<file path="config.mk">
export PLATFORM = sky130hd
export DESIGN_NAME = immExtend
export DESIGN_NICKNAME = d
export VERILOG_FILES = /design/src/design/rvPkg.sv /design/src/design/immExtend.sv
export VERILOG_INCLUDE_DIRS = /design/src /design/src/include
export SDC_FILE = /design/constraint.sdc
export NUM_CORES = 1
export LEC_CHECK = 0
export ABC_AREA = 1
export BUFFER_PORTS_ARGS = -buffer_cell sky130_fd_sc_hd__buf_2
export CAP_MARGIN = 20
export CORE_AREA = 2 2 39 41
export DETAILED_ROUTE_END_ITERATION = 10
export DIE_AREA = 0 0 41 43
export PLACE_DENSITY = 0.79
export SLEW_MARGIN = 20
export SYNTH_ARGS = -nofsm -noshare
export SYNTH_HDL_FRONTEND = slang
export SYNTH_SLANG_ARGS = --single-unit
</file>
<file path="constraint.sdc">
create_clock -name vclk -period 1.1
set_clock_uncertainty 0.05 [all_clocks]
set_input_delay 0.22 -clock vclk [all_inputs]
set_output_delay 0.22 -clock vclk [all_outputs]
set_load 0.02 [all_outputs]
</file>
<file path="src/include/rvCore_defines.svh">
`ifndef RV_CORE_DEFINES_SVH
`define RV_CORE_DEFINES_SVH

// Datapath width
`define RV_XLEN 32

// Architectural integer registers
`define RV_REG_COUNT 32

// Data memory depth in 32-bit words, power of two
`define RV_DMEM_WORDS 256

// First fetch address after reset
`define RV_RESET_PC 32'h0000_0000

`endif

</file>
<file path="src/design/rvPkg.sv">
`default_nettype none

package rvPkg;

    typedef enum logic [3:0] {
        aluAdd = 4'b0000,
        aluSub = 4'b0001,
        aluAnd = 4'b0010,
        aluOr  = 4'b0011,
        aluSll = 4'b0100,
        aluSlt = 4'b0101,
        aluSrl = 4'b0110,
        aluSra = 4'b0111,
        aluGe  = 4'b1000, // 0 when a >= b signed
        aluXor = 4'b1001
    } aluCodeT;

    typedef enum logic [1:0] {
        opMem    = 2'b00,
        opBranch = 2'b01,
        opFunc   = 2'b10
    } aluOpT;

    typedef enum logic [1:0] {
        sizeWord = 2'b00,
        sizeByte = 2'b01,
        sizeHalf = 2'b10
    } dataSizeT;

    typedef enum logic [1:0] {
        resultAlu = 2'b00,
        resultMem = 2'b01,
        resultPc4 = 2'b10
    } resultSrcT;

    typedef enum logic [1:0] {
        immI = 2'b00,
        immS = 2'b01,
        immB = 2'b10,
        immJ = 2'b11
    } immSelT;

    typedef struct packed {
        dataSizeT size;
        logic     zeroExt;
    } memAccessT;

    typedef struct packed {
        logic      regWrite;
        logic      memWrite;
        logic      branch;
        logic      jump;
        logic      aluSrcImm;
        resultSrcT resultSrc;
        immSelT    immSel;
        aluOpT     aluOp;
        logic      altFunct; // Qualified instr[30]
    } ctrlT;

endpackage

`default_nettype wire

</file>
<file path="src/design/immExtend.sv">
`timescale 1ns/1ps
`default_nettype none

`include "rvCore_defines.svh"

module immExtend (
    input  wire logic [31:0]         instr,
    input  rvPkg::immSelT            immSel,
    output logic [`RV_XLEN-1:0]      imm
);
    import rvPkg::*;

    logic sign;

    assign sign = instr[31];

    always_comb begin
        case (immSel)
            immI: begin
                imm = {{20{sign}}, instr[31:20]};
            end
            immS: begin
                imm = {{20{sign}}, instr[31:25], instr[11:7]};
            end
            immB: begin
                // Halfword aligned branch offset
                imm = {{19{sign}}, instr[31], instr[7], instr[30:25], instr[11:8], 1'b0};
            end
            immJ: begin
                imm = {{11{sign}}, instr[31], instr[19:12], instr[20], instr[30:21], 1'b0};
            end
            default: begin
                imm = '0;
            end
        endcase
    end

endmodule

`default_nettype wire

</file>
# Yosys cells after proc, flatten, opt, wreduce, memory -nomap -nowiden
# Index checks and enable logic that the tools add are counted.
# op_classes
n_eq_ne	3
n_reduce_logical	1
muxes	1
# ops
operator	n
$pmux W32 S4	1
$eq A2 B2 Y1 const B	2
$eq A2 B1 Y1 const B	1
$logic_not A2 Y1	1
# totals
out_inout_bits	32
input_bits	34
ff_bits	0

# Logic depth before layout (Yosys ltp)
# depth
word_depth	2
mapped_depth	5
mapped_depth_nobuf	5

# Worst setup path before layout
# Ideal clock, no wire load.
# synth_timing
path_type	input-to-output
from	in immSel[1]
to	out imm[11]
setup_slack_ps	113
t_required_ps	830
stages	4
path_buffers	0
arrival_ps	717
path_cell_list	nand2_1 -> clkinv_1 -> nand2_1 -> nand3_1
# synth_via
elab_chain_cells	2
elab_cells_between_ends	5
classes_between	3 x eq/ne; 1 x mux; 1 x reduce/logical
# synth_rtl
element	line	source
start: declaration	immExtend.sv:8	input rvPkg::immSelT immSel,
$eq A2 B2 Y1 (tied with other cells)	immExtend.sv:18	case (immSel)
$pmux W32 S4 (*)	immExtend.sv:18	
end: declaration	immExtend.sv:9	output logic [`RV_XLEN-1:0] imm
# Mark *: on every way between the ends. The rest lies on a longest branch, timed or not. The select of a mux whose other input is x is not followed.

# Worst setup path in the final report
# Same ends and word-level chain as after synthesis.

==> results.tsv <==
stage	metric	value	unit
pwr	p_leak	0.000366	uW
timing	setup_violations	0	
logic_synthesis	synth_cells	61	
global_routing	grt_usage	0.0929	
run_status	status	finished, final reports clean	
routing	via_count	466	
clocking	hold_buffers	0	
routing	wirelength	917	um
timing	slew_headroom	0.927	
min_path	hp-class	in -> out	
critical_path	cpLargestDelayFamily	buffers and inverters	
die	dieArea	0.00176	mm2
timing	tightest_slew	0.111	ns
cells_and_area	final_area	554	um2
global_routing	grt_max_degree	13	
global_routing	grt_antenna_before_repair	0	
critical_path	path_buf_inv	4	
cells_and_area	final_common_cell	buf_2	
cells_and_area	diodes	0	
cells_and_area	register_area	0	um2
clocking	postCtsSetupRepairBufs	0	
critical_path	cp-start-kind	input port	
routing	drt-wirelength-per-cell	8.34	um
timing	min_period_over_period	0.960	
pwr	power_density	571	mW/mm2
die	core-area	0.00138	mm2
cells_and_area	clkbuf_count	0	
routing	dr.pass1.iters	4	
pwr	power.total	316	uW
critical_path	end_kind	output pin	
critical_path	path_max_fanout	4	
timing	layout_setup_ws	0.0444	ns
timing	hold_viol	0	
placed_design	dpl_cell_area	452	um2
routing	drc	0	
die	die_width	41	um
cells_and_area	fillCellCount	156	
critical_path	cp.arrival	0.79	ns
flow_run	cap_violations	0	
die	start_util	0.223	
routing	vias_per_cell	4.24	
logic_synthesis	syn-cell-area	309	um2
critical_path	cpMaxStageDelayCell	buf_4	
logic_synthesis	yosys_warnings	0	
placed_design	dp.final_hpwl	739	um
global_routing	grt_first_pass_wirelength	1250	um
placed_design	io_buffer_count	47	
cells_and_area	final_cell_mix	buf_2 (40), nand2_1 (27), nand3_1 (7)	
die	pin_count	66	
critical_path	cp_common_cell	buf_6	
die	die_h	43	um
timing	fmax	947	MHz
critical_path	critPathKind	in -> out	
cells_and_area	nNetsFinal	130	
global_routing	grt_overflow	0	
global_routing	grt_pass1_vias	328	
routing	ant_nets	0	
routing	drtIter0Drc	11	
timing	layout_min_cycle_time	1.06	ns
critical_path	cp.required	0.83	ns
logic_synthesis	syn_avg_cell_area	5.07	um2
timing	report.final.slew_viol_count	0	
placed_design	dp_slack	-0.150	ns
placed_design	place_congestion	0.598	
logic_synthesis	yosysSeqAreaShare	0	
logic_synthesis	syn_nets	95	
critical_path	path_cells	buf_6 -> inv_4 -> buf_4 -> nand2_1 -> nand3_2 -> buf_6	
critical_path	max_stage_delay	0.13	ns
cells_and_area	numSequentialCells	0	
cells_and_area	synthToLayoutAreaGrowth	79.4	%
pwr	ir_drop	0.000187	V
cells_and_area	drive_gt1_frac	0.638	
die	rows	14	
logic_synthesis	synth_cell_types	6	
repair_timing:
action	4_1_cts	5_1_grt
pin swaps	3	1
gates resized for setup	22	9
endpoints found under the setup margin	13	13
endpoints found under the hold margin	0	0
cloned	1	0
metrics by stage:
step	cells	TNS (ns)	utilization	hold slack (ns)
2_1_floorplan	61	0	-	0.503
3_3_place_gp	109	-1.26	0.326	0.390
3_5_place_dp	109	-1.59	0.326	0.390
4_1_cts	110	0	0.374	0.390
5_1_grt	110	-0.00155	0.401	0.390
6_report	110	0	0.401	0.390
final timing paths:
kind	to	depth (start not counted)	slack, ns	startpoint
setup / recovery	imm[11]	6	0.04	immSel[1]
hold / removal	imm[5]	0	0.39	instr[25]
Yosys cell counts, drive strengths merged:
library cell	instances	share of area
buf	18	0.44
clkinv	1	0.012
inv	2	0.024
nand2	32	0.40
nand3	8	0.13
metal layers:
layer,track usage,vias up,routed length (um)
met1,0.117,195,326
met3,0.00524,0,113
met4,0,0,0
met5,0,-,0
li1,-,239,-
met2,0.172,32,477
cell type report:
cell class | count | area (um2) | area share
inverters | 3 | 18.8 | 0.0339
repair inverters | 1 | 6.26 | 0.0113
well taps | 16 | 20.0 | 0.0361
multi-input cells | 40 | 211 | 0.381
repair buffers | 50 | 298 | 0.537
cell families (layout without fill, tap and decap cells):
logic type	count (synthesis)	count (layout)	synth area share
and+or+nand+nor	40	40	0.526
buffers and inverters	21	54	0.474
power by group:
| part | switching [uW] | leakage [uW] | internal (uW) |
|---|---|---|---|
| Sequential | 0 | 0 | 0 |
| Combinational | 185 | 0.000366 | 131 |
| Clock | 0 | 0 | 0 |
| Total | 185 | 0.000366 | 131 |
No activity file was read; power rests on OpenSTA's default activity.
