[config.mk]
export PLATFORM = sky130hd
export DESIGN_NAME = regFile
export DESIGN_NICKNAME = d
export VERILOG_FILES = /design/src/design/regFile.sv
export VERILOG_INCLUDE_DIRS = /design/src /design/src/include
export SDC_FILE = /design/constraint.sdc
export NUM_CORES = 2
export LEC_CHECK = 0
export BUFFER_PORTS_ARGS = -buffer_cell sky130_fd_sc_hd__buf_2
export CAP_MARGIN = 10
export CORE_MARGIN = 10
export CORE_UTILIZATION = 40
export CTS_BUF_LIST = sky130_fd_sc_hd__clkbuf_4
export CTS_CLUSTER_SIZE = 14
export DETAILED_ROUTE_END_ITERATION = 16
export GPL_TIMING_DRIVEN = 0
export HOLD_SLACK_MARGIN = 0.05
export PLACE_DENSITY = 0.53
export SLEW_MARGIN = 20
export SYNTH_ARGS = -nofsm -noshare
export SYNTH_HDL_FRONTEND = slang
export SYNTH_SLANG_ARGS = --single-unit
export TNS_END_PERCENT = 5
[constraint.sdc]
create_clock -name clk -period 3.25 [get_ports clk]
set_input_delay 0.65 -clock clk [delete_from_list [all_inputs] [get_ports clk]]
set_output_delay 0.65 -clock clk [all_outputs]
set_load 0.01 [all_outputs]
[src/include/rvCore_defines.svh]
`ifndef RV_CORE_DEFINES_SVH
`define RV_CORE_DEFINES_SVH

// Datapath width
`define RV_XLEN 32

// Architectural integer registers
`define RV_REG_COUNT 32

// Data memory depth in 32-bit words, power of two
`define RV_DMEM_WORDS 256

// First fetch address after reset
`define RV_RESET_PC 32'h0000_0000

`endif

[src/design/regFile.sv]
`timescale 1ns/1ps
`default_nettype none

`include "rvCore_defines.svh"

module regFile (
    input  wire logic               clk,
    input  wire logic               rst,
    input  wire logic [4:0]         rs1Addr,
    input  wire logic [4:0]         rs2Addr,
    input  wire logic [4:0]         rdAddr,
    input  wire logic [`RV_XLEN-1:0] rdData,
    input  wire logic               we,
    output logic [`RV_XLEN-1:0]     rs1Data,
    output logic [`RV_XLEN-1:0]     rs2Data
);

    logic [`RV_XLEN-1:0] regs [`RV_REG_COUNT];

    always_ff @(posedge clk) begin
        if (rst) begin
            for (int i = 0; i < `RV_REG_COUNT; i++) begin
                regs[i] <= '0;
            end
        end else if (we && (rdAddr != 5'd0)) begin // x0 writes dropped
            regs[rdAddr] <= rdData;
        end
    end

    assign rs1Data = (rs1Addr == 5'd0) ? '0 : regs[rs1Addr];
    assign rs2Data = (rs2Addr == 5'd0) ? '0 : regs[rs2Addr];

endmodule

`default_nettype wire

## Word level (Yosys, flattened, before mapping)

Memories as Yosys holds them, arrays and structs flattened.
Cells that the tools add are included.

- Register bits after elaboration: 0
- RAM bits: 1024
- Input port bits: 50
- Output and inout port bits: 64
- Word-level logic and storage cells: 16
- Memories: 1

Memory list:

| name | depth | width | rd ports | clocked after Yosys merged registers in | wr ports | RTL line | text |
|---|---|---|---|---|---|---|---|
| regs | 32 | 32 | 2 | 0 | 32 | regFile.sv:18 | `` logic [`RV_XLEN-1:0] regs [`RV_REG_COUNT]; `` |

- Muxes and demuxes: 10
- Reduce and logical (&&, ||, !) cells: 5

Operators by type and width:

| kind | number |
|---|---|
| two-way mux 32 bit | 3 |
| OR reduction 32 bit | 1 |
| logical NOT 5 bit | 2 |
| two-way mux 1 bit | 6 |
| two-way mux 5 bit | 1 |
| nonzero test 5 bit | 1 |
| logical AND 1 bit | 1 |

## Logic depth before layout (Yosys ltp)

- Depth after elaboration: 7
- Depth in mapped cells: 9
- Mapped depth without buffers: 4

## Worst setup path before layout

OpenSTA, ideal clock, no wires.

- Kind: in2out
- Start: input rs2Addr[2]
- End: output rs2Data[15]
- Data arrival time: 2310 ps
- Required time: 2600 ps
- Slack: 290 ps
- Cell stages on the path: 7
- Path buffers: 3
- Cell sequence: buf_2 > buf_2 > buf_1 > mux4_2 > a22o_1 > a2111oi_1 > nor3_1

- Word-level cells in the longest chain between the ends: 2
- Elaborated cells on any way between the ends: 3
- Those cells by class: 1 x mux; 1 x reduce/logical; 1 x memory

RTL lines:

| item | RTL line | text |
|---|---|---|
| start, declared | regFile.sv:10 | `input wire logic [4:0] rs2Addr,` |
| memory (32 x 32 bit) or logical NOT 5 bit (tied branches) | -- |  |
| two-way mux 32 bit (*) | regFile.sv:31 | `assign rs2Data = (rs2Addr == 5'd0) ? '0 : regs[rs2Addr];` |
| end, declared | regFile.sv:15 | `` output logic [`RV_XLEN-1:0] rs2Data `` |

Mark *: on every way between the ends. The rest lies on a longest branch, timed or not.

## Worst setup path in the final report

- Start: input rs2Addr[1]
- End: output rs2Data[15]

Same word-level chain as after synthesis.

==> impl_metrics.env <==
export IMPL_antenna_found_initial=10
export IMPL_synth_area_leader_cell="edfxtp_1"
export IMPL_htree_levels=5
export IMPL_drt_iter0_drc=5468
export IMPL_yosysTopAreaCellShare_pct=56.7
export IMPL_fin_area_sq_um=63300
export IMPL_holdPathStages=4
export IMPL_syn_area_sq_um=54300
export IMPL_dieWidth_um=388
export IMPL_drt_pass1_iterations=6
export IMPL_largest_reg_flops=1024
export IMPL_portBuffers=107
export IMPL_wl_per_cell_um=39.3
export IMPL_cap_violations=0
export IMPL_dieHeight_um=388
export IMPL_fp_row_count=135
export IMPL_period_minus_slack_ps=4080
export IMPL_drc_errors=0
export IMPL_arrival_ps=3430
export IMPL_placed_area_sq_um=57400
export IMPL_fmax_mhz=245
export IMPL_cts_sinks=1024
export IMPL_start_kind="primary input"
export IMPL_min_from="rdAddr[4]"
export IMPL_n_fill_cell=12000
export IMPL_worstPathCellList="buf_2 > or3b_2 > buf_2 > o22ai_1 > a2111oi_4 > nor3_4 > buf_2"
export IMPL_ys_async_sr_fraction_pct=0
export IMPL_area_growth_pct=16.7
export IMPL_drt_total_wl_um=235000
export IMPL_grt_pass1_vias=37200
export IMPL_drive_above_1_share_pct=35.0
export IMPL_power_switching_uw=9240
export IMPL_fin_cells=5966
export IMPL_ys_warn_count=0
export IMPL_clk_path_buf_depth=4
export IMPL_timing_final_crit_share_pct=126
export IMPL_cts_root_buf="clkbuf_4"
export IMPL_core_sq_um=135000
export IMPL_crit_type="in -> out"
export IMPL_synth_edf_count=1024
export IMPL_ys_seq_elements=1024
export IMPL_clk_pin_slew_worst_paths_ps=70
export IMPL_swShare_pct=28.3
export IMPL_ios=114
export IMPL_p_comb_share_pct=14.7
export IMPL_syn_avg_cell_area_sq_um=15.5
export IMPL_cts_tree="done"
export IMPL_synth_main_ff_cell="edfxtp_1"
export IMPL_cts_buffers=306
export IMPL_top_regs="regs: 1024 flops"
export IMPL_hold_viol=0
export IMPL_holdPathEnd="regs[31][31]"
export IMPL_relSlewSlack_pct=10.1
export IMPL_tns_ps=-39480
export IMPL_grt_ovfl_total=0
export IMPL_nNetsFinal=4037
export IMPL_crit_slowest_cell="or3b_2"
export IMPL_tightest_slew_ps=1350
export IMPL_p_int_uw=23400
export IMPL_worstPathRequired_ps=2600
export IMPL_violations="setup timing"
export IMPL_min_path_type="in -> reg"
export IMPL_fin_ws_ps=-830
export IMPL_finish_utilization_pct=46.8
export IMPL_status="finished, violations left"
export IMPL_leakagePower_uw=0.0219
export IMPL_seq_power_share_pct=47.9
export IMPL_synthTopCellsByArea="edfxtp_1 57%, mux4_2 20%, and2_1 11%, mux2i_1 2.8%, clkbuf_1 1.9%"
export IMPL_netlist_instances=3502
export IMPL_grt_pass1_wl_um=314000
export IMPL_dieArea_sq_um=151000
export IMPL_regMostFlops="regs"
export IMPL_gp_congestion=0.923
export IMPL_clkPwrFrac_pct=37.3
export IMPL_finalMaxSlewViolations=0
export IMPL_viasPerCell=6.31
export IMPL_crit_fanout=10
export IMPL_rsz0062_at_grt="yes"
export IMPL_dp_cells=5427
export IMPL_setup_viol=64
export IMPL_ys_types=42
export IMPL_grtUsageTotal_pct=30.5
export IMPL_pwr_density_cell_nw_per_um2=516
export IMPL_crit_path_end_kind="primary output"
export IMPL_route_antenna_remaining_nets=0
export IMPL_startpoint="rs2Addr[1]"
export IMPL_ir_drop_uv=404
export IMPL_p_total_uw=32700
export IMPL_dp_hpwl_um=157000
export IMPL_start_util_pct=40.1
export IMPL_cp_common_cell="buf_2"
export IMPL_cp_slowest_stage_delay_ps=640
export IMPL_num_vias=37700
export IMPL_synth_seq_area_share_pct=56.7
export IMPL_grt_max_degree=33
synth_stat cells, types with 21 or more instances:
cell       count
buf_2         46
and2_1       995
clkbuf_1     271
buf_4         38
mux4_2       472
edfxtp_1    1024
buf_6         21
mux2_2        30
nor3_1        54
a2111oi_1     41
a22o_1        51
nor2_1        36
or2_2         33
o22ai_1      103
mux2i_1      150
per-stage QoR:
stage / worst slack (ps) / hold WS [ps]
3_5_place_dp: -2110 / 1000
6_report: -830 / 234
2_1_floorplan: 290 / 848
3_3_place_gp: -2730 / 994
5_1_grt: -819 / 159
4_1_cts: -876 / 106
power by group through the flow:
stage                     Clock [uW]  Combinational, uW  Sequential (uW)
after global routing           12900               4890            15700
final                          12200               4810            15700
after detailed placement           0               4270            15900
after global placement             0               4220            15900
after CTS                      12200               4610            15600
after floorplan                    0               2390            15700
how the worst max path moves through the flow:
stage / to / slack (ps) / cells after the start
after CTS: rs2Data[5] / -880 / 5
after detailed placement: rs2Data[20] / -2110 / 9
final: rs2Data[15] / -830 / 7
after floorplan: rs2Data[15] / 290 / 7
after global routing: rs2Data[13] / -820 / 5
after global placement: rs2Data[15] / -2730 / 8
cell usage in the layout, fill, tap and decap left out, types with 17 or more instances in the layout:
cell           count
nor2_1            28
buf_2            136
a22o_1            39
mux2i_1          148
mux4_2           472
clkinv_1          45
clkbuf_1         207
buf_4             47
conb_1            32
clkbuf_4         461
nor3_2            37
and2_1           995
clkbuf_2          42
mux2_2            29
edfxtp_1        1024
o22ai_4           17
buf_6             33
a2111oi_4         42
or2_4             30
dlygate4sd3_1     33
o22ai_2           18
o22ai_1           68
per-layer routing:
metal / up-vias / wire length [um] / track usage (%)
met3: 611 / 27800 / 8.61
met1: 19500 / 91000 / 40.8
met4: 8 / 13700 / 15.7
met5: - / 59 / 0
li1: 14700 / - / -
met2: 2788 / 102000 / 45.1
critical path: cells and delay by family:
family	cells	cell delay [ps]
buffers and inverters	3	1030
AOI/OAI and AO/OA	2	910
and+or+nand+nor	2	790
cell type report:
class / count / area, sq um / area share (%)
antenna: 11 / 27.5 / 0.0435
inverter: 2 / 7.51 / 0.0119
sequential: 1024 / 30700 / 48.6
clock buffer: 440 / 3300 / 5.22
tap: 1781 / 2230 / 3.52
multi-input combinational: 2120 / 23600 / 37.3
timing repair buffer: 150 / 1030 / 1.62
buffer: 383 / 2080 / 3.29
clock inverter: 55 / 265 / 0.419
logic make-up (layout without fill, tap and decap cells):
logic type	count (synthesis)	in the layout	synth area share (%)
mux	652	652	23.0
other cells	1	43	0.00691
buf+inv	389	1030	3.35
flops	1024	1024	56.7
compound gates	259	259	3.65
simple gates	1177	1177	13.3
what timing repair did:
action / 4_1_cts / 5_1_grt
setup buffers: 4 / 0
setup endpoints to repair: 64 / 64
pin swaps: 47 / 27
endpoints found under the hold margin: 297 / 0
hold buffers: 33 / 0
resized for setup: 274 / 105
Note: power is estimated with default switching activity, not from simulation.
