File: src/include/rvCore_defines.svh
`ifndef RV_CORE_DEFINES_SVH
`define RV_CORE_DEFINES_SVH

// Datapath width
`define RV_XLEN 32

// Architectural integer registers
`define RV_REG_COUNT 32

// Data memory depth in 32-bit words, power of two
`define RV_DMEM_WORDS 256

// First fetch address after reset
`define RV_RESET_PC 32'h0000_0000

`endif

File: src/design/rvPkg.sv
`default_nettype none

package rvPkg;

    typedef enum logic [3:0] {
        aluAdd = 4'b0000,
        aluSub = 4'b0001,
        aluAnd = 4'b0010,
        aluOr  = 4'b0011,
        aluSll = 4'b0100,
        aluSlt = 4'b0101,
        aluSrl = 4'b0110,
        aluSra = 4'b0111,
        aluGe  = 4'b1000, // 0 when a >= b signed
        aluXor = 4'b1001
    } aluCodeT;

    typedef enum logic [1:0] {
        opMem    = 2'b00,
        opBranch = 2'b01,
        opFunc   = 2'b10
    } aluOpT;

    typedef enum logic [1:0] {
        sizeWord = 2'b00,
        sizeByte = 2'b01,
        sizeHalf = 2'b10
    } dataSizeT;

    typedef enum logic [1:0] {
        resultAlu = 2'b00,
        resultMem = 2'b01,
        resultPc4 = 2'b10
    } resultSrcT;

    typedef enum logic [1:0] {
        immI = 2'b00,
        immS = 2'b01,
        immB = 2'b10,
        immJ = 2'b11
    } immSelT;

    typedef struct packed {
        dataSizeT size;
        logic     zeroExt;
    } memAccessT;

    typedef struct packed {
        logic      regWrite;
        logic      memWrite;
        logic      branch;
        logic      jump;
        logic      aluSrcImm;
        resultSrcT resultSrc;
        immSelT    immSel;
        aluOpT     aluOp;
        logic      altFunct; // Qualified instr[30]
    } ctrlT;

endpackage

`default_nettype wire

File: src/design/aluDecoder.sv
`timescale 1ns/1ps
`default_nettype none

module aluDecoder (
    input  rvPkg::aluOpT      aluOp,
    input  wire logic [2:0]   funct3,
    input  wire logic         altFunct,
    output rvPkg::aluCodeT    aluCode,
    output rvPkg::memAccessT  memAccess
);
    import rvPkg::*;

    always_comb begin
        aluCode   = aluAdd;
        memAccess = '{size: sizeWord, zeroExt: 1'b0}; // Signed word
        case (aluOp)
            opMem: begin
                aluCode = aluAdd; // Base plus offset
                case (funct3[1:0])
                    2'b00:   memAccess.size = sizeByte;
                    2'b01:   memAccess.size = sizeHalf;
                    default: memAccess.size = sizeWord;
                endcase
                memAccess.zeroExt = funct3[2]; // lbu / lhu
            end
            opBranch: begin
                case (funct3)
                    3'b000:  aluCode = aluSub; // beq
                    3'b101:  aluCode = aluGe;  // bge
                    default: aluCode = aluAdd;
                endcase
            end
            opFunc: begin
                case (funct3)
                    3'b000: begin
                        if (altFunct) begin
                            aluCode = aluSub;
                        end else begin
                            aluCode = aluAdd;
                        end
                    end
                    3'b001:  aluCode = aluSll;
                    3'b010:  aluCode = aluSlt;
                    3'b100:  aluCode = aluXor;
                    3'b101: begin
                        if (altFunct) begin
                            aluCode = aluSra; // Arithmetic, keeps sign
                        end else begin
                            aluCode = aluSrl;
                        end
                    end
                    3'b110:  aluCode = aluOr;
                    3'b111:  aluCode = aluAnd;
                    default: aluCode = aluAdd;
                endcase
            end
            default: begin
                aluCode = aluAdd;
            end
        endcase
    end

endmodule

`default_nettype wire

File: config.mk
export PLATFORM = sky130hd
export DESIGN_NAME = aluDecoder
export DESIGN_NICKNAME = d
export VERILOG_FILES = /design/src/include/rvCore_defines.svh /design/src/design/rvPkg.sv /design/src/design/aluDecoder.sv
export SDC_FILE = /design/constraint.sdc
export NUM_CORES = 1
export LEC_CHECK = 0
export ABC_AREA = 1
export ABC_CLOCK_PERIOD_IN_PS = 800
export BUFFER_PORTS_ARGS = -buffer_cell sky130_fd_sc_hd__buf_4
export CAP_MARGIN = 0
export CORE_AREA = 8 8 45 47
export DETAILED_ROUTE_END_ITERATION = 8
export DIE_AREA = 0 0 53 55
export PLACE_DENSITY_LB_ADDON = 0.08
export SYNTH_ARGS = -nofsm -noshare
export SYNTH_HDL_FRONTEND = slang
export SYNTH_SLANG_ARGS = --single-unit
File: constraint.sdc
create_clock -name vclk -period 0.8
set_clock_uncertainty 0.15 [all_clocks]
set_input_delay 0 -clock vclk [all_inputs]
set_output_delay 0 -clock vclk [all_outputs]
set_load 0.03 [all_outputs]
# Word-level counts from Yosys, hierarchy flattened

Index checks and enable logic that the tools add are counted.

Output and inout port bits: 7
Input bits: 6
Logic and storage cells: 19
Register bits after elaboration: 0

Reduce and logical (&&, ||, !) cells: 3
Eq/ne operators: 9
Multiplexer cells: 7

Operators by type and width:

| operator                                                         | count |
|---|---|
| 4-bit one-hot mux with 7 select lines                            | 1 |
| 4-bit one-hot mux with 2 select lines                            | 2 |
| 3-bit == test (second input constant)                            | 4 |
| 2-bit by 1-bit == test with 1-bit output (second input constant) | 2 |
| 2-bit zero test                                                  | 2 |
| 2-bit one-hot mux with 2 select lines                            | 1 |
| 3-bit by 1-bit == test with 1-bit output (second input constant) | 1 |
| 3-bit by 2-bit == test with 1-bit output (second input constant) | 1 |
| 3-bit zero test                                                  | 1 |
| 3-bit two-way mux                                                | 1 |
| 2-bit == test (second input constant)                            | 1 |
| 1-bit two-way mux                                                | 2 |

# Logic depth before layout (Yosys ltp)

Depth after elaboration: 3
Depth in mapped cells: 5
Depth with buffers taken out: 5

# Worst setup path before layout

OpenSTA, ideal clock, no wires.

Kind: input-to-output
From: input port aluOp[0]
To: output port aluCode[2]
Stages: 4
Setup slack: -0.225 ns
Buffers on the path: 0
Arrival time: 0.875 ns
Cell sequence: inv_1 > ha_1 > nand3_1 > a21oi_1

Longest elaborated chain between the ends: 2
Elaborated cells on any way between the ends: 3
Those cells by class: eq/ne: 2; mux: 1

Ends and longest elaborated chain:

| item                                                                      | RTL line         | source |
|---|---|---|
| start, declared                                                           | aluDecoder.sv:5  | `input rvPkg::aluOpT aluOp,` |
| 2-bit == test or 2-bit by 1-bit == test with 1-bit output (tied branches) | aluDecoder.sv:16 | `case (aluOp)` |
| 4-bit one-hot mux with 2 select lines (*)                                 | aluDecoder.sv:16 |  |
| end, declared                                                             | aluDecoder.sv:8  | `output rvPkg::aluCodeT aluCode,` |

Mark *: on every way between the ends. The rest lies on a longest branch, timed or not.

# Worst setup path after layout

From: input port aluOp[0]
To: output port aluCode[3]

The elaborated chain is that of the path after synthesis.

==> impl.org <==
** Final layout
- Number of clock buffers in the layout :: 0
- Diode insertion count for antenna repair :: 0
- Area growth from synthesis to layout :: 182%
- Sequential cell count :: 0
- At the end of the flow, the number of nets in the layout was 62.
- Fraction of layout instances using a drive strength above 1 :: 80.4%
- The finished cells cover 490 µm².
- Area taken by flip-flops and latches :: 0 µm²

** Synth
- Largest cells by area after synthesis :: sky130_fd_sc_hd__ha_1 22%, sky130_fd_sc_hd__inv_1 22%, sky130_fd_sc_hd__nand2_1 15%, sky130_fd_sc_hd__nand3_1 12%, sky130_fd_sc_hd__nor2_1 6.5%
- Yosys warnings :: 0
- The top cell type by area accounts for 21.6% of the synthesized area.
- Fraction of the yosys area taken by sequential cells :: 0%
- Number of distinct library cells after synthesis :: 10
- Yosys top cell by area :: sky130_fd_sc_hd__ha_1
- Simple-gate share of the synthesized area :: 46.0%
- After synthesis, the largest family of logic cells by area is simple AND/OR/NAND/NOR gates.
- Post-synthesis share of cell area spent on full adders, half adders and majority gates :: 21.6%
- Multiplexer share of the synthesized area :: 0%
- Post-Synth XOR/XNOR Area :: 0%
- In this run the cell area of the synthesized design comes to 174 µm².
- Area fraction in compound gates after synthesis :: 10.8%
- Synthesis produced a netlist with a net count of 42.
- Cell count after synthesis :: 33
- The average instance in the mapped netlist occupies 5.27 µm².

** STA
- Fraction of the cycle the final worst path needs :: 110%
- The worst path in the final design needs a cycle of 0.880 ns, including I/O delays and setup.
- The number of max-slew violations in the final report came to 0.
- At the pin with the least slew margin, the transition time is 0.141 ns.
- Final setup slack of the worst path :: -0.0797 ns
- Derived from the worst setup path, the maximum achievable clock frequency is 1.14 GHz.
- Setup violations remaining at the end of the flow were counted as 4.
- Final hold violation count :: 0
- Setup repair after global routing could not meet its margin everywhere.
- Relative slew margins :: 90.6%

** Worst setup path
- Data on the critical path is required at its endpoint by 0.65 ns.
- Critical path cell sequence :: buf_8, inv_6, ha_4, nand3_2, a21oi_4, buf_6
- The worst setup path is launched from an input port.
- Worst path arrival time :: 0.73 ns
- By startpoint and endpoint, the worst setup path is classified as in2out.
- On the worst path, the slowest cell contributes a delay of 0.16 ns.
- Maximum fanout encountered on the critical timing path :: 4
- Critical Path End Type :: primary output
- On the critical path, the stage with the largest delay is an instance of sky130_fd_sc_hd__ha_4.

** Die
- The die covers 0.00292 mm².
- Placeable core area :: 0.00138 mm²
- Width of the die :: 53 µm
- Top-Level Pins :: 13
- Number of rows in the core area :: 14
- Initial Utilization :: 12.6%
- Measured along the y axis, the die boundary spans 55 µm.

** Hold path
- The worst hold path was traced through 4 stages.
- The min-delay analysis places its worst path in the category in2out.
- Worst hold start :: funct3[2]
- The path with the worst hold slack has its endpoint at aluCode[3].

** GRT
- The initial antenna violation count was 0.
- First-pass GRT wire length :: 979 µm
- Global routing finished with a remaining overflow of 0.
- The via count of the first global-routing pass came to 249.
- All-layer global routing usage :: 4.09%
- Entering global routing, the biggest net connects 7 pins.

** Power and ir drop
- Overall power consumption :: 0.236 mW
- Largest vdd supply drop :: 208 µV
- Summed over all cells, the static leakage comes to 0.212 nW.
- Total power divided by cell area :: 482 mW/mm²

** Routing
- After detailed routing, the number of vias per cell comes to 3.76.
- The final route contains 252 vias.
- For this run, design rule violations remaining after detail routing come to 0.
- The detailed router finished its first iteration with 0 violations.
- For this run, the detailed router's first-pass iteration total came to 1.
- Dividing the detail-routed wire length by the instance count gives 9.51 µm.
- The detail route stage leaves a number of antenna-violating nets equal to 0.
- WL final :: 637 µm

** Placement
- The congestion estimate from routability-driven global placement came to 0.689.
- Pre-CTS WS :: -0.211 ns
- Buffers placed on the I/O ports in this run total 13.
- Summed over all nets, the half-perimeter wirelength after detailed placement is 531 µm.
- The placed instances occupy a cell area of 352 µm².

** Job
- The tool flagged a number of max-cap violations equal to 0.

** Status
- Result of the run :: finished, violations left
- Failing checks :: setup timing
==> final cells by class <==
cell class                 instances  area (µm²)
fill                             159         893
multi-input combinational         23         249
timing repair buffer              18         169
inverter                          10        52.6
tap                               16        20.0
==> cells in the mapped netlist (all sizes together) <==
cell	count
inv	10
nand2	7
nand3	5
nor2	4
a21oi	3
ha	3
nand4	1
==> critical path: cells and delay by family <==
kind / cells / cell delay (ns)
simple gates: 1 / 0.11
buf+inv: 3 / 0.30
fa+ha+maj: 1 / 0.16
compound gates: 1 / 0.16
==> power by group <==
part / switching (mW) / internal [mW] / total (mW)
clock: 0 / 0 / 0
combinational: 0.126 / 0.111 / 0.236
sequential: 0 / 0 / 0
total: 0.126 / 0.111 / 0.236
==> per-stage QoR <==
stage | hold slack, ns | std cells | util (%) | TNS [ns]
after floorplan | -0.0195 | 33 | - | -0.0539
after global placement | 0.262 | 66 | 25.4 | -0.681
after detailed placement | 0.260 | 66 | 25.4 | -0.722
after CTS | 0.253 | 66 | 32.2 | -0.199
after global routing | 0.279 | 67 | 35.4 | -0.364
final | 0.271 | 67 | 35.4 | -0.196
==> worst max path at each step <==
stage | startpoint | to | slack, ns | depth (start not counted)
6_report | aluOp[0] | aluCode[3] | -0.08 | 6
5_1_grt | aluOp[0] | aluCode[3] | -0.11 | 6
4_1_cts | aluOp[1] | aluCode[3] | -0.08 | 6
3_5_place_dp | aluOp[0] | aluCode[3] | -0.21 | 6
3_3_place_gp | aluOp[0] | aluCode[3] | -0.20 | 6
2_1_floorplan | aluOp[0] | aluCode[2] | -0.05 | 4
==> logic make-up (layout without fill, tap and decap cells) <==
family	Yosys count	in the layout
adders and majority gates	3	3
buffers and inverters	10	28
and+or+nand+nor	17	17
AOI/OAI and AO/OA	3	3
==> placed cells by master (no fill, tap or decap) <==
cell                      Yosys  final
sky130_fd_sc_hd__nand2_4      0      1
sky130_fd_sc_hd__a21oi_4      0      2
sky130_fd_sc_hd__buf_6        0      5
sky130_fd_sc_hd__nand3_4      0      1
sky130_fd_sc_hd__nor2_4       0      1
sky130_fd_sc_hd__nand2_1      7      4
sky130_fd_sc_hd__inv_2        0      1
sky130_fd_sc_hd__a21oi_2      1      1
sky130_fd_sc_hd__buf_8        0      2
sky130_fd_sc_hd__nand2_2      0      2
sky130_fd_sc_hd__inv_4        0      2
sky130_fd_sc_hd__nor2_2       1      3
sky130_fd_sc_hd__ha_4         0      3
sky130_fd_sc_hd__buf_4        0     11
sky130_fd_sc_hd__nand4_1      1      1
sky130_fd_sc_hd__nand3_2      1      4
sky130_fd_sc_hd__inv_1       10      5
sky130_fd_sc_hd__inv_6        0      2
==> routing by layer <==
layer / GRT usage [%] / routed length [µm] / vias to the layer above
met5: 0 / 0 / -
met4: 0 / 0 / 0
met3: 1.07 / 57 / 0
met2: 8.20 / 341 / 7
met1: 4.37 / 237 / 109
li1: - / - / 136
==> repair_timing <==
| action | in CTS | in global routing |
|---|---|---|
| endpoints found under the setup margin | 6 | 5 |
| pin swaps | 6 | 5 |
| setup buffers | 0 | 1 |
| resized for setup | 24 | 11 |
| hold buffers | 0 | 0 |
Power figures use the tool's default switching activity.
