<file path="src/include/rvCore_defines.svh">
`ifndef RV_CORE_DEFINES_SVH
`define RV_CORE_DEFINES_SVH

// Datapath width
`define RV_XLEN 32

// Architectural integer registers
`define RV_REG_COUNT 32

// Data memory depth in 32-bit words, power of two
`define RV_DMEM_WORDS 256

// First fetch address after reset
`define RV_RESET_PC 32'h0000_0000

`endif

</file>
<file path="src/design/rvPkg.sv">
`default_nettype none

package rvPkg;

    typedef enum logic [3:0] {
        aluAdd = 4'b0000,
        aluSub = 4'b0001,
        aluAnd = 4'b0010,
        aluOr  = 4'b0011,
        aluSll = 4'b0100,
        aluSlt = 4'b0101,
        aluSrl = 4'b0110,
        aluSra = 4'b0111,
        aluGe  = 4'b1000, // 0 when a >= b signed
        aluXor = 4'b1001
    } aluCodeT;

    typedef enum logic [1:0] {
        opMem    = 2'b00,
        opBranch = 2'b01,
        opFunc   = 2'b10
    } aluOpT;

    typedef enum logic [1:0] {
        sizeWord = 2'b00,
        sizeByte = 2'b01,
        sizeHalf = 2'b10
    } dataSizeT;

    typedef enum logic [1:0] {
        resultAlu = 2'b00,
        resultMem = 2'b01,
        resultPc4 = 2'b10
    } resultSrcT;

    typedef enum logic [1:0] {
        immI = 2'b00,
        immS = 2'b01,
        immB = 2'b10,
        immJ = 2'b11
    } immSelT;

    typedef struct packed {
        dataSizeT size;
        logic     zeroExt;
    } memAccessT;

    typedef struct packed {
        logic      regWrite;
        logic      memWrite;
        logic      branch;
        logic      jump;
        logic      aluSrcImm;
        resultSrcT resultSrc;
        immSelT    immSel;
        aluOpT     aluOp;
        logic      altFunct; // Qualified instr[30]
    } ctrlT;

endpackage

`default_nettype wire

</file>
<file path="src/design/mainDecoder.sv">
`timescale 1ns/1ps
`default_nettype none

module mainDecoder (
    input  wire logic [6:0]  opcode,
    input  wire logic [2:0]  funct3,
    input  wire logic        instr30,
    output rvPkg::ctrlT      ctrl
);
    import rvPkg::*;

    localparam logic [6:0] opcodeR      = 7'b0110011;
    localparam logic [6:0] opcodeI      = 7'b0010011;
    localparam logic [6:0] opcodeLoad   = 7'b0000011;
    localparam logic [6:0] opcodeStore  = 7'b0100011;
    localparam logic [6:0] opcodeBranch = 7'b1100011;
    localparam logic [6:0] opcodeJal    = 7'b1101111;

    always_comb begin
        ctrl = '0; // Unknown opcodes leave every strobe low
        case (opcode)
            opcodeR: begin
                ctrl.regWrite = 1'b1;
                ctrl.aluOp    = opFunc;
                ctrl.altFunct = instr30; // sub / sra
            end
            opcodeI: begin
                ctrl.regWrite  = 1'b1;
                ctrl.aluSrcImm = 1'b1;
                ctrl.immSel    = immI;
                ctrl.aluOp     = opFunc;
                // Only srai uses bit 30, elsewhere it is immediate data
                ctrl.altFunct  = (funct3 == 3'b101) && instr30;
            end
            opcodeLoad: begin
                ctrl.regWrite  = 1'b1;
                ctrl.aluSrcImm = 1'b1;
                ctrl.immSel    = immI;
                ctrl.resultSrc = resultMem;
                ctrl.aluOp     = opMem;
            end
            opcodeStore: begin
                ctrl.memWrite  = 1'b1;
                ctrl.aluSrcImm = 1'b1;
                ctrl.immSel    = immS;
                ctrl.aluOp     = opMem;
            end
            opcodeBranch: begin
                ctrl.branch = 1'b1;
                ctrl.immSel = immB;
                ctrl.aluOp  = opBranch; // Compare rs1 against rs2
            end
            opcodeJal: begin
                ctrl.regWrite  = 1'b1;
                ctrl.jump      = 1'b1;
                ctrl.immSel    = immJ;
                ctrl.resultSrc = resultPc4; // Link address
            end
            default: begin
                ctrl = '0;
            end
        endcase
    end

endmodule

`default_nettype wire

</file>
<file path="config.mk">
export PLATFORM = sky130hd
export DESIGN_NAME = mainDecoder
export DESIGN_NICKNAME = d
export VERILOG_FILES = /design/src/include/rvCore_defines.svh /design/src/design/rvPkg.sv /design/src/design/mainDecoder.sv
export SDC_FILE = /design/constraint.sdc
export NUM_CORES = 1
export LEC_CHECK = 0
export BUFFER_PORTS_ARGS = -buffer_cell sky130_fd_sc_hd__buf_4
export CORE_AREA = 2 2 39 41
export DETAILED_ROUTE_END_ITERATION = 10
export DIE_AREA = 0 0 41 43
export PLACE_DENSITY = 0.37
export SLEW_MARGIN = 20
export SYNTH_ARGS = -nofsm -noshare
export SYNTH_HDL_FRONTEND = slang
export SYNTH_SLANG_ARGS = --single-unit
</file>
<file path="constraint.sdc">
create_clock -name vclk -period 0.8
set_input_delay 0.16 -clock vclk [all_inputs]
set_output_delay 0.16 -clock vclk [all_outputs]
set_load 0.005 [all_outputs]
</file>
---- Yosys cells after proc, flatten, opt, wreduce, memory -nomap -nowiden ----
Index checks and enable logic that the tools add are counted.
word-level totals
  latch bits .............................. 0
  register bits ........................... 0
  output and inout port bits .............. 12
  bits in writable memories ............... 0
  ROM bits ................................ 0
  memories kept ........................... 0
cells by class
  reductions and logical operators ........ 4
  $lt $le $gt $ge ......................... 0
  $mul .................................... 0
  add/sub/neg operators ................... 0
  div/mod/pow operators ................... 0
  equality and inequality tests ........... 7
  shift operators ......................... 0
  mux-type cells .......................... 9
  bitwise logic cells ..................... 0
operator list
  operator                                                          count
  7-bit by 6-bit == test with 1-bit output (second input constant)  2
  7-bit == test (second input constant)                             2
  2-bit one-hot mux with 2 select lines                             2
  7-bit by 2-bit == test with 1-bit output (second input constant)  1
  7-bit by 5-bit == test with 1-bit output (second input constant)  1
  2-bit one-hot mux with 3 select lines                             1
  1-bit 2-to-1 mux                                                  5
  4-bit OR reduction                                                1
  3-bit == test (second input constant)                             1
  3-bit OR reduction                                                1
  1-bit one-hot mux with 2 select lines                             1
  2-bit OR reduction                                                1
  1-bit logical AND                                                 1

---- Logic depth before layout (Yosys ltp) ----
Gate-level depths: netlist of run 1.
  depth after elaboration ................. 3
  depth in mapped cells ................... 4
  gate-level depth less buffers ........... 3

---- Least setup slack after synthesis of run 1 ----
OpenSTA, ideal clock, no wires.
  kind .................................... input-to-output
  start ................................... input opcode[4]
  end ..................................... output ctrl[8] in the netlist's numbering
  data arrival time ....................... 0.735 ns
  path slack .............................. -0.095 ns
  cell stages on the path ................. 4
  buffers on the path ..................... 1
  cell sequence ........................... and4b_1 -> nand4_1 -> inv_1 -> buf_4
RTL lines
  element             line              source
  start: declaration  mainDecoder.sv:5  input wire logic [6:0] opcode,
  end: declaration    mainDecoder.sv:8  output rvPkg::ctrlT ctrl

==> impl_metrics.toml, run 1 <==
[status]
outcome = "finished with violations"
violations = "negative setup slack"

[finish]
flops_and_latches = 0
utilization_pct = 33.09
nClkBuffers = 0
num_antenna_cells = 0
drive_gt1_share_pct = 79.25
nets = 66
regArea_um2 = 0
area_delta_synth_final_pct = 229.7

[setup_path]
cp_data_required_time_ns = 0.64
critPathLaunchType = "input port"
setup.worst_path.end_class = "primary output"
cp_max_fo = 2
cp.arrival_ns = 0.89
startpoint = "opcode[4]"
crit_type = "in -> out"

[detailed_routing]
dr.first_iter.drc_count = 1
wl_met1_um = 206
drc = 0
drtAntennaViolNets = 0
wl_met3_um = 65
top_layer = "met3"
dr.pass1.iters = 2
wl_met2_um = 323
post_drt_wl_per_cell_um = 8.623
drt-total-wl_um = 595
via_per_inst = 4.087
via_count = 282

[cts]
postCtsHoldBufs = 0

[global_route]
grt_usage_pct = 6.993
grt_max_degree = 6
overflow = 0
grt_pass1_vias = 274
antenna_found_initial = 0
grt_pass1_wl_um = 938

[placement]
gp_congestion = 0.6823
io_buffers = 23
hpwlAfterDp_um = 509.7

[logic_synthesis]
ys_top_cells_by_area = "buf_4 11%, and3_1 9.0%, nand2_1 8.1%"
synth_top_family_by_area = "simple AND/OR/NAND/NOR gates"
synth_adder_area_share_pct = 0
ys_types = 15
synth_cells = 25
synth_compound_area_share_pct = 15.32
synth_simple_gate_area_share_pct = 62.16
synthDominantCellAreaShare_pct = 10.81
seq_area_frac_synth_pct = 0
syn_area_um2 = 138.9
synth_xor_area_share_pct = 6.306
syn_avg_cell_area_um2 = 5.555
yosysTopAreaCell = "buf_4"
synth_common_cells = "3 x nand2_1, 3 x nor2_1"
synth_warnings = 0
synth.net_count = 36
muxShareOfSynthArea_pct = 0

[timing]
finalSetupViolCount = 12
max_slew_margin_pct = 88.65
hold_violations = 0
setup_ws_ns = -0.2505
fin_crit_sh_pct = 131.3
maxSlewViolCount = 0
post-route-min-period_ns = 1.050
rsz0062_at_grt = "yes"
tightest_slew_ns = 0.1695
fmax_mhz = 952.0

[pwr]
p_leak_nw = 0.2221
power_mw = 0.1440
ir_worst_vdd_mv = 0.1057
powerDensity_nw_per_um2 = 314.4

[die]
core_area_um2 = 1384
io_pins = 23
rows = 14
die_area_um2 = 1763
start_util_pct = 10.04
die_x_um = 41
die_h_um = 43

[min_path]
hold_depth = 4
hold_path_class = "in -> out"
worst_hold_startpoint = "instr30"
whs_endpoint = "ctrl[0]"

[job]
maxCapViolCount = 0
==> routing by layer <==
layer	global-route usage, %	vias to the layer above
met5	0	-
met4	0	0
met3	0.5236	0
met2	13.13	15
met1	8.544	124
li1	-	143
==> what timing repair did <==
item / in CTS / in global routing
endpoints found under the setup margin: 12 / 12
resized for setup: 21 / 0
setup buffers: 1 / 0
pin swaps: 6 / 1
==> stage by stage <==
| step | instance area, µm² | cells | TNS (ns) | hold WS, ns | setup WS, ns |
|---|---|---|---|---|---|
| final | 457.9 | 69 | -2.345 | 0.6497 | -0.2505 |
| after CTS | 457.9 | 69 | -2.488 | 0.6553 | -0.2741 |
| after global placement | 366.6 | 68 | -2.834 | 0.6680 | -0.2964 |
| after floorplan | 147.6 | 25 | -0.1531 | 0.3435 | -0.07062 |
| after detailed placement | 366.6 | 68 | -2.905 | 0.6568 | -0.3066 |
| after global routing | 457.9 | 69 | -3.077 | 0.6628 | -0.3214 |
==> logic make-up (layout without fill, tap and decap cells) <==
group | count (synthesis) | count (layout)
and+or+nand+nor | 16 | 16
AOI/OAI and AO/OA | 4 | 4
xor gates and xnor gates | 1 | 1
buffers and inverters | 4 | 32
==> cell type report <==
type | instances | area (µm²)
fill | 158 | 925.9
inverter | 2 | 7.507
multi-input combinational | 21 | 167.7
tap | 16 | 20.02
timing repair buffer | 30 | 262.8
==> power breakdown <==
| group | internal [mW] | switching, mW |
|---|---|---|
| Clock | 0 | 0 |
| Combinational | 0.0892 | 0.0547 |
| Sequential | 0 | 0 |
==> how the worst max path moves through the flow <==
| stage | endpoint | slack, ns | cells after the start |
|---|---|---|---|
| detailed placement | ctrl[3] | -0.31 | 5 |
| global placement | ctrl[11] | -0.30 | 5 |
| CTS | ctrl[11] | -0.27 | 5 |
| floorplan | ctrl[8] | -0.07 | 4 |
| global route | ctrl[11] | -0.32 | 5 |
| finish | ctrl[1] | -0.25 | 5 |
==> layout by cell type, fill, tap and decap left out, types with 2 or more instances in the layout <==
cell / Yosys / layout
nor3_2: 0 / 2
and3_4: 0 / 2
nand3_2: 0 / 2
buf_4: 2 / 20
o21ai_1: 2 / 2
nor2_1: 3 / 2
buf_6: 0 / 10
nand2_2: 0 / 2
==> critical path, cell delays in order <==
cell and delay (ns):
buf_6 0.09, and4b_1 0.25, buf_4 0.12, and3_4 0.18, buf_6 0.09
(Power assumes the default switching activity.)
==> run 2, diff against run 1 <==
--- a/config.mk
+++ b/config.mk
@@ -10,6 +10,7 @@
 export DETAILED_ROUTE_END_ITERATION = 10
 export DIE_AREA = 0 0 41 43
 export PLACE_DENSITY = 0.37
+export SETUP_SLACK_MARGIN = 0.05
 export SLEW_MARGIN = 20
 export SYNTH_ARGS = -nofsm -noshare
 export SYNTH_HDL_FRONTEND = slang
==> run 2 against run 1 <==
  * Cell area rose by 1.4%
  * Combinational power rose by 3%
  * Non-clock buffer count fell by 2
  * The run still ends with negative setup slack left
==> impl_metrics.toml, run 2 (same netlist as run 1, synthesis figures left out) <==
[timing]
maxSlewViolCount = 0
fmax_mhz = 931.6
max_slew_margin_pct = 88.64
hold_violations = 0
fin_crit_sh_pct = 134.2
rsz0062_at_grt = "yes"
post-route-min-period_ns = 1.073
finalSetupViolCount = 12
setup_ws_ns = -0.2735
tightest_slew_ns = 0.1696

[global_route]
grt_usage_pct = 6.693
grt_pass1_wl_um = 890
grt_pass1_vias = 256
grt_max_degree = 6
overflow = 0
antenna_found_initial = 0

[setup_path]
cp.arrival_ns = 0.91
cp_data_required_time_ns = 0.64
critPathTopFamily = "simple AND/OR/NAND/NOR gates"
crit_buf_inv = 3
crit_path_cell_trace = "buf_6 -> and4b_1 -> buf_4 -> and3_4 -> buf_6"
cp_max_fo = 3
slowest_delay_ns = 0.28
setup.worst_path.end_class = "primary output"
slowest_stage = "and4b_1"
crit_type = "in -> out"
cpMostUsedCell = "buf_6"
critPathLaunchType = "input port"

[cts]
postCtsHoldBufs = 0

[detailed_routing]
dr.first_iter.drc_count = 0
via_per_inst = 4.060
via_count = 272
dr.pass1.iters = 1
post_drt_wl_per_cell_um = 8.836
drc = 0
drt-total-wl_um = 592
drtAntennaViolNets = 0

[pwr]
power_mw = 0.1491
ir_worst_vdd_mv = 0.1059
powerDensity_nw_per_um2 = 321.3
p_leak_nw = 0.2278

[finish]
drive_gt1_share_pct = 80.39
nClkBuffers = 0
flops_and_latches = 0
nets = 64
most-common-layout-cells = "18 x buf_4, 9 x buf_6"
final_common_cell = "buf_4"
fill_cells = 153
multi_input_area_um2 = 185.2
regArea_um2 = 0
fin_cells = 67
area_delta_synth_final_pct = 234.2
num_antenna_cells = 0

[die]
io_pins = 23
die_h_um = 43
core_area_um2 = 1384
die_area_um2 = 1763
start_util_pct = 10.04
die_x_um = 41
rows = 14

[placement]
gp_congestion = 0.6527
io_buffers = 23
dpl.cell_count = 66
hpwlAfterDp_um = 532.5

[min_path]
hold_path_class = "in -> out"

[job]
maxCapViolCount = 0

[status]
violations = "negative setup slack"
outcome = "finished with violations"
## run 2: cell types whose count changed in the layout (fill, tap and decap cells not counted), moves of 2 or more
cell | previous run | this run
buf_4 | 20 | 18
nand2_2 | 2 | 0
nor2_1 | 2 | 0
nor2_2 | 0 | 2
## run 2: final cells by class
class | count | share of cell area [%]
inverters | 2 | 1.617
multi-input cells | 21 | 39.89
well taps | 16 | 4.313
repair buffers | 28 | 54.18
## run 2: stage by stage
step	util, %	area (µm²)	worst slack [ns]	setup TNS, ns	hold WS (ns)
floorplan	-	168.9	-0.07062	-0.1531	0.3435
global placement	26.94	372.9	-0.2925	-2.558	0.6685
detailed placement	26.94	372.9	-0.3169	-2.741	0.6697
CTS	32.19	445.4	-0.3041	-2.474	0.6576
global route	33.54	464.2	-0.3390	-2.944	0.6728
finish	33.54	464.2	-0.2735	-2.313	0.6508
## run 2: timing repair
| action | in CTS | in global routing |
|---|---|---|
| endpoints found under the setup margin | 12 | 12 |
| gates resized for setup | 15 | 5 |
| buffers inserted | 1 | 0 |
| pin swaps | 7 | 8 |
## run 2: power breakdown
part / total (mW) / switching (mW) / internal (mW)
sequential: 0 / 0 / 0
clock: 0 / 0 / 0
combinational: 0.149 / 0.0590 / 0.0901
## run 2: metal layers
layer	track usage (%)	share of wire, %	vias up
met1	6.962	38	120
li1	-	-	138
met2	13.44	51	14
met4	0	0	0
met5	0	0	-
met3	1.047	11	0
## run 2: path summary, 6_finish.rpt
kind | depth (start not counted) | slack, ns | to | from
worst max-delay path | 5 | -0.27 | ctrl[9] | opcode[4]
worst min-delay path | 4 | 0.65 | ctrl[0] | instr30
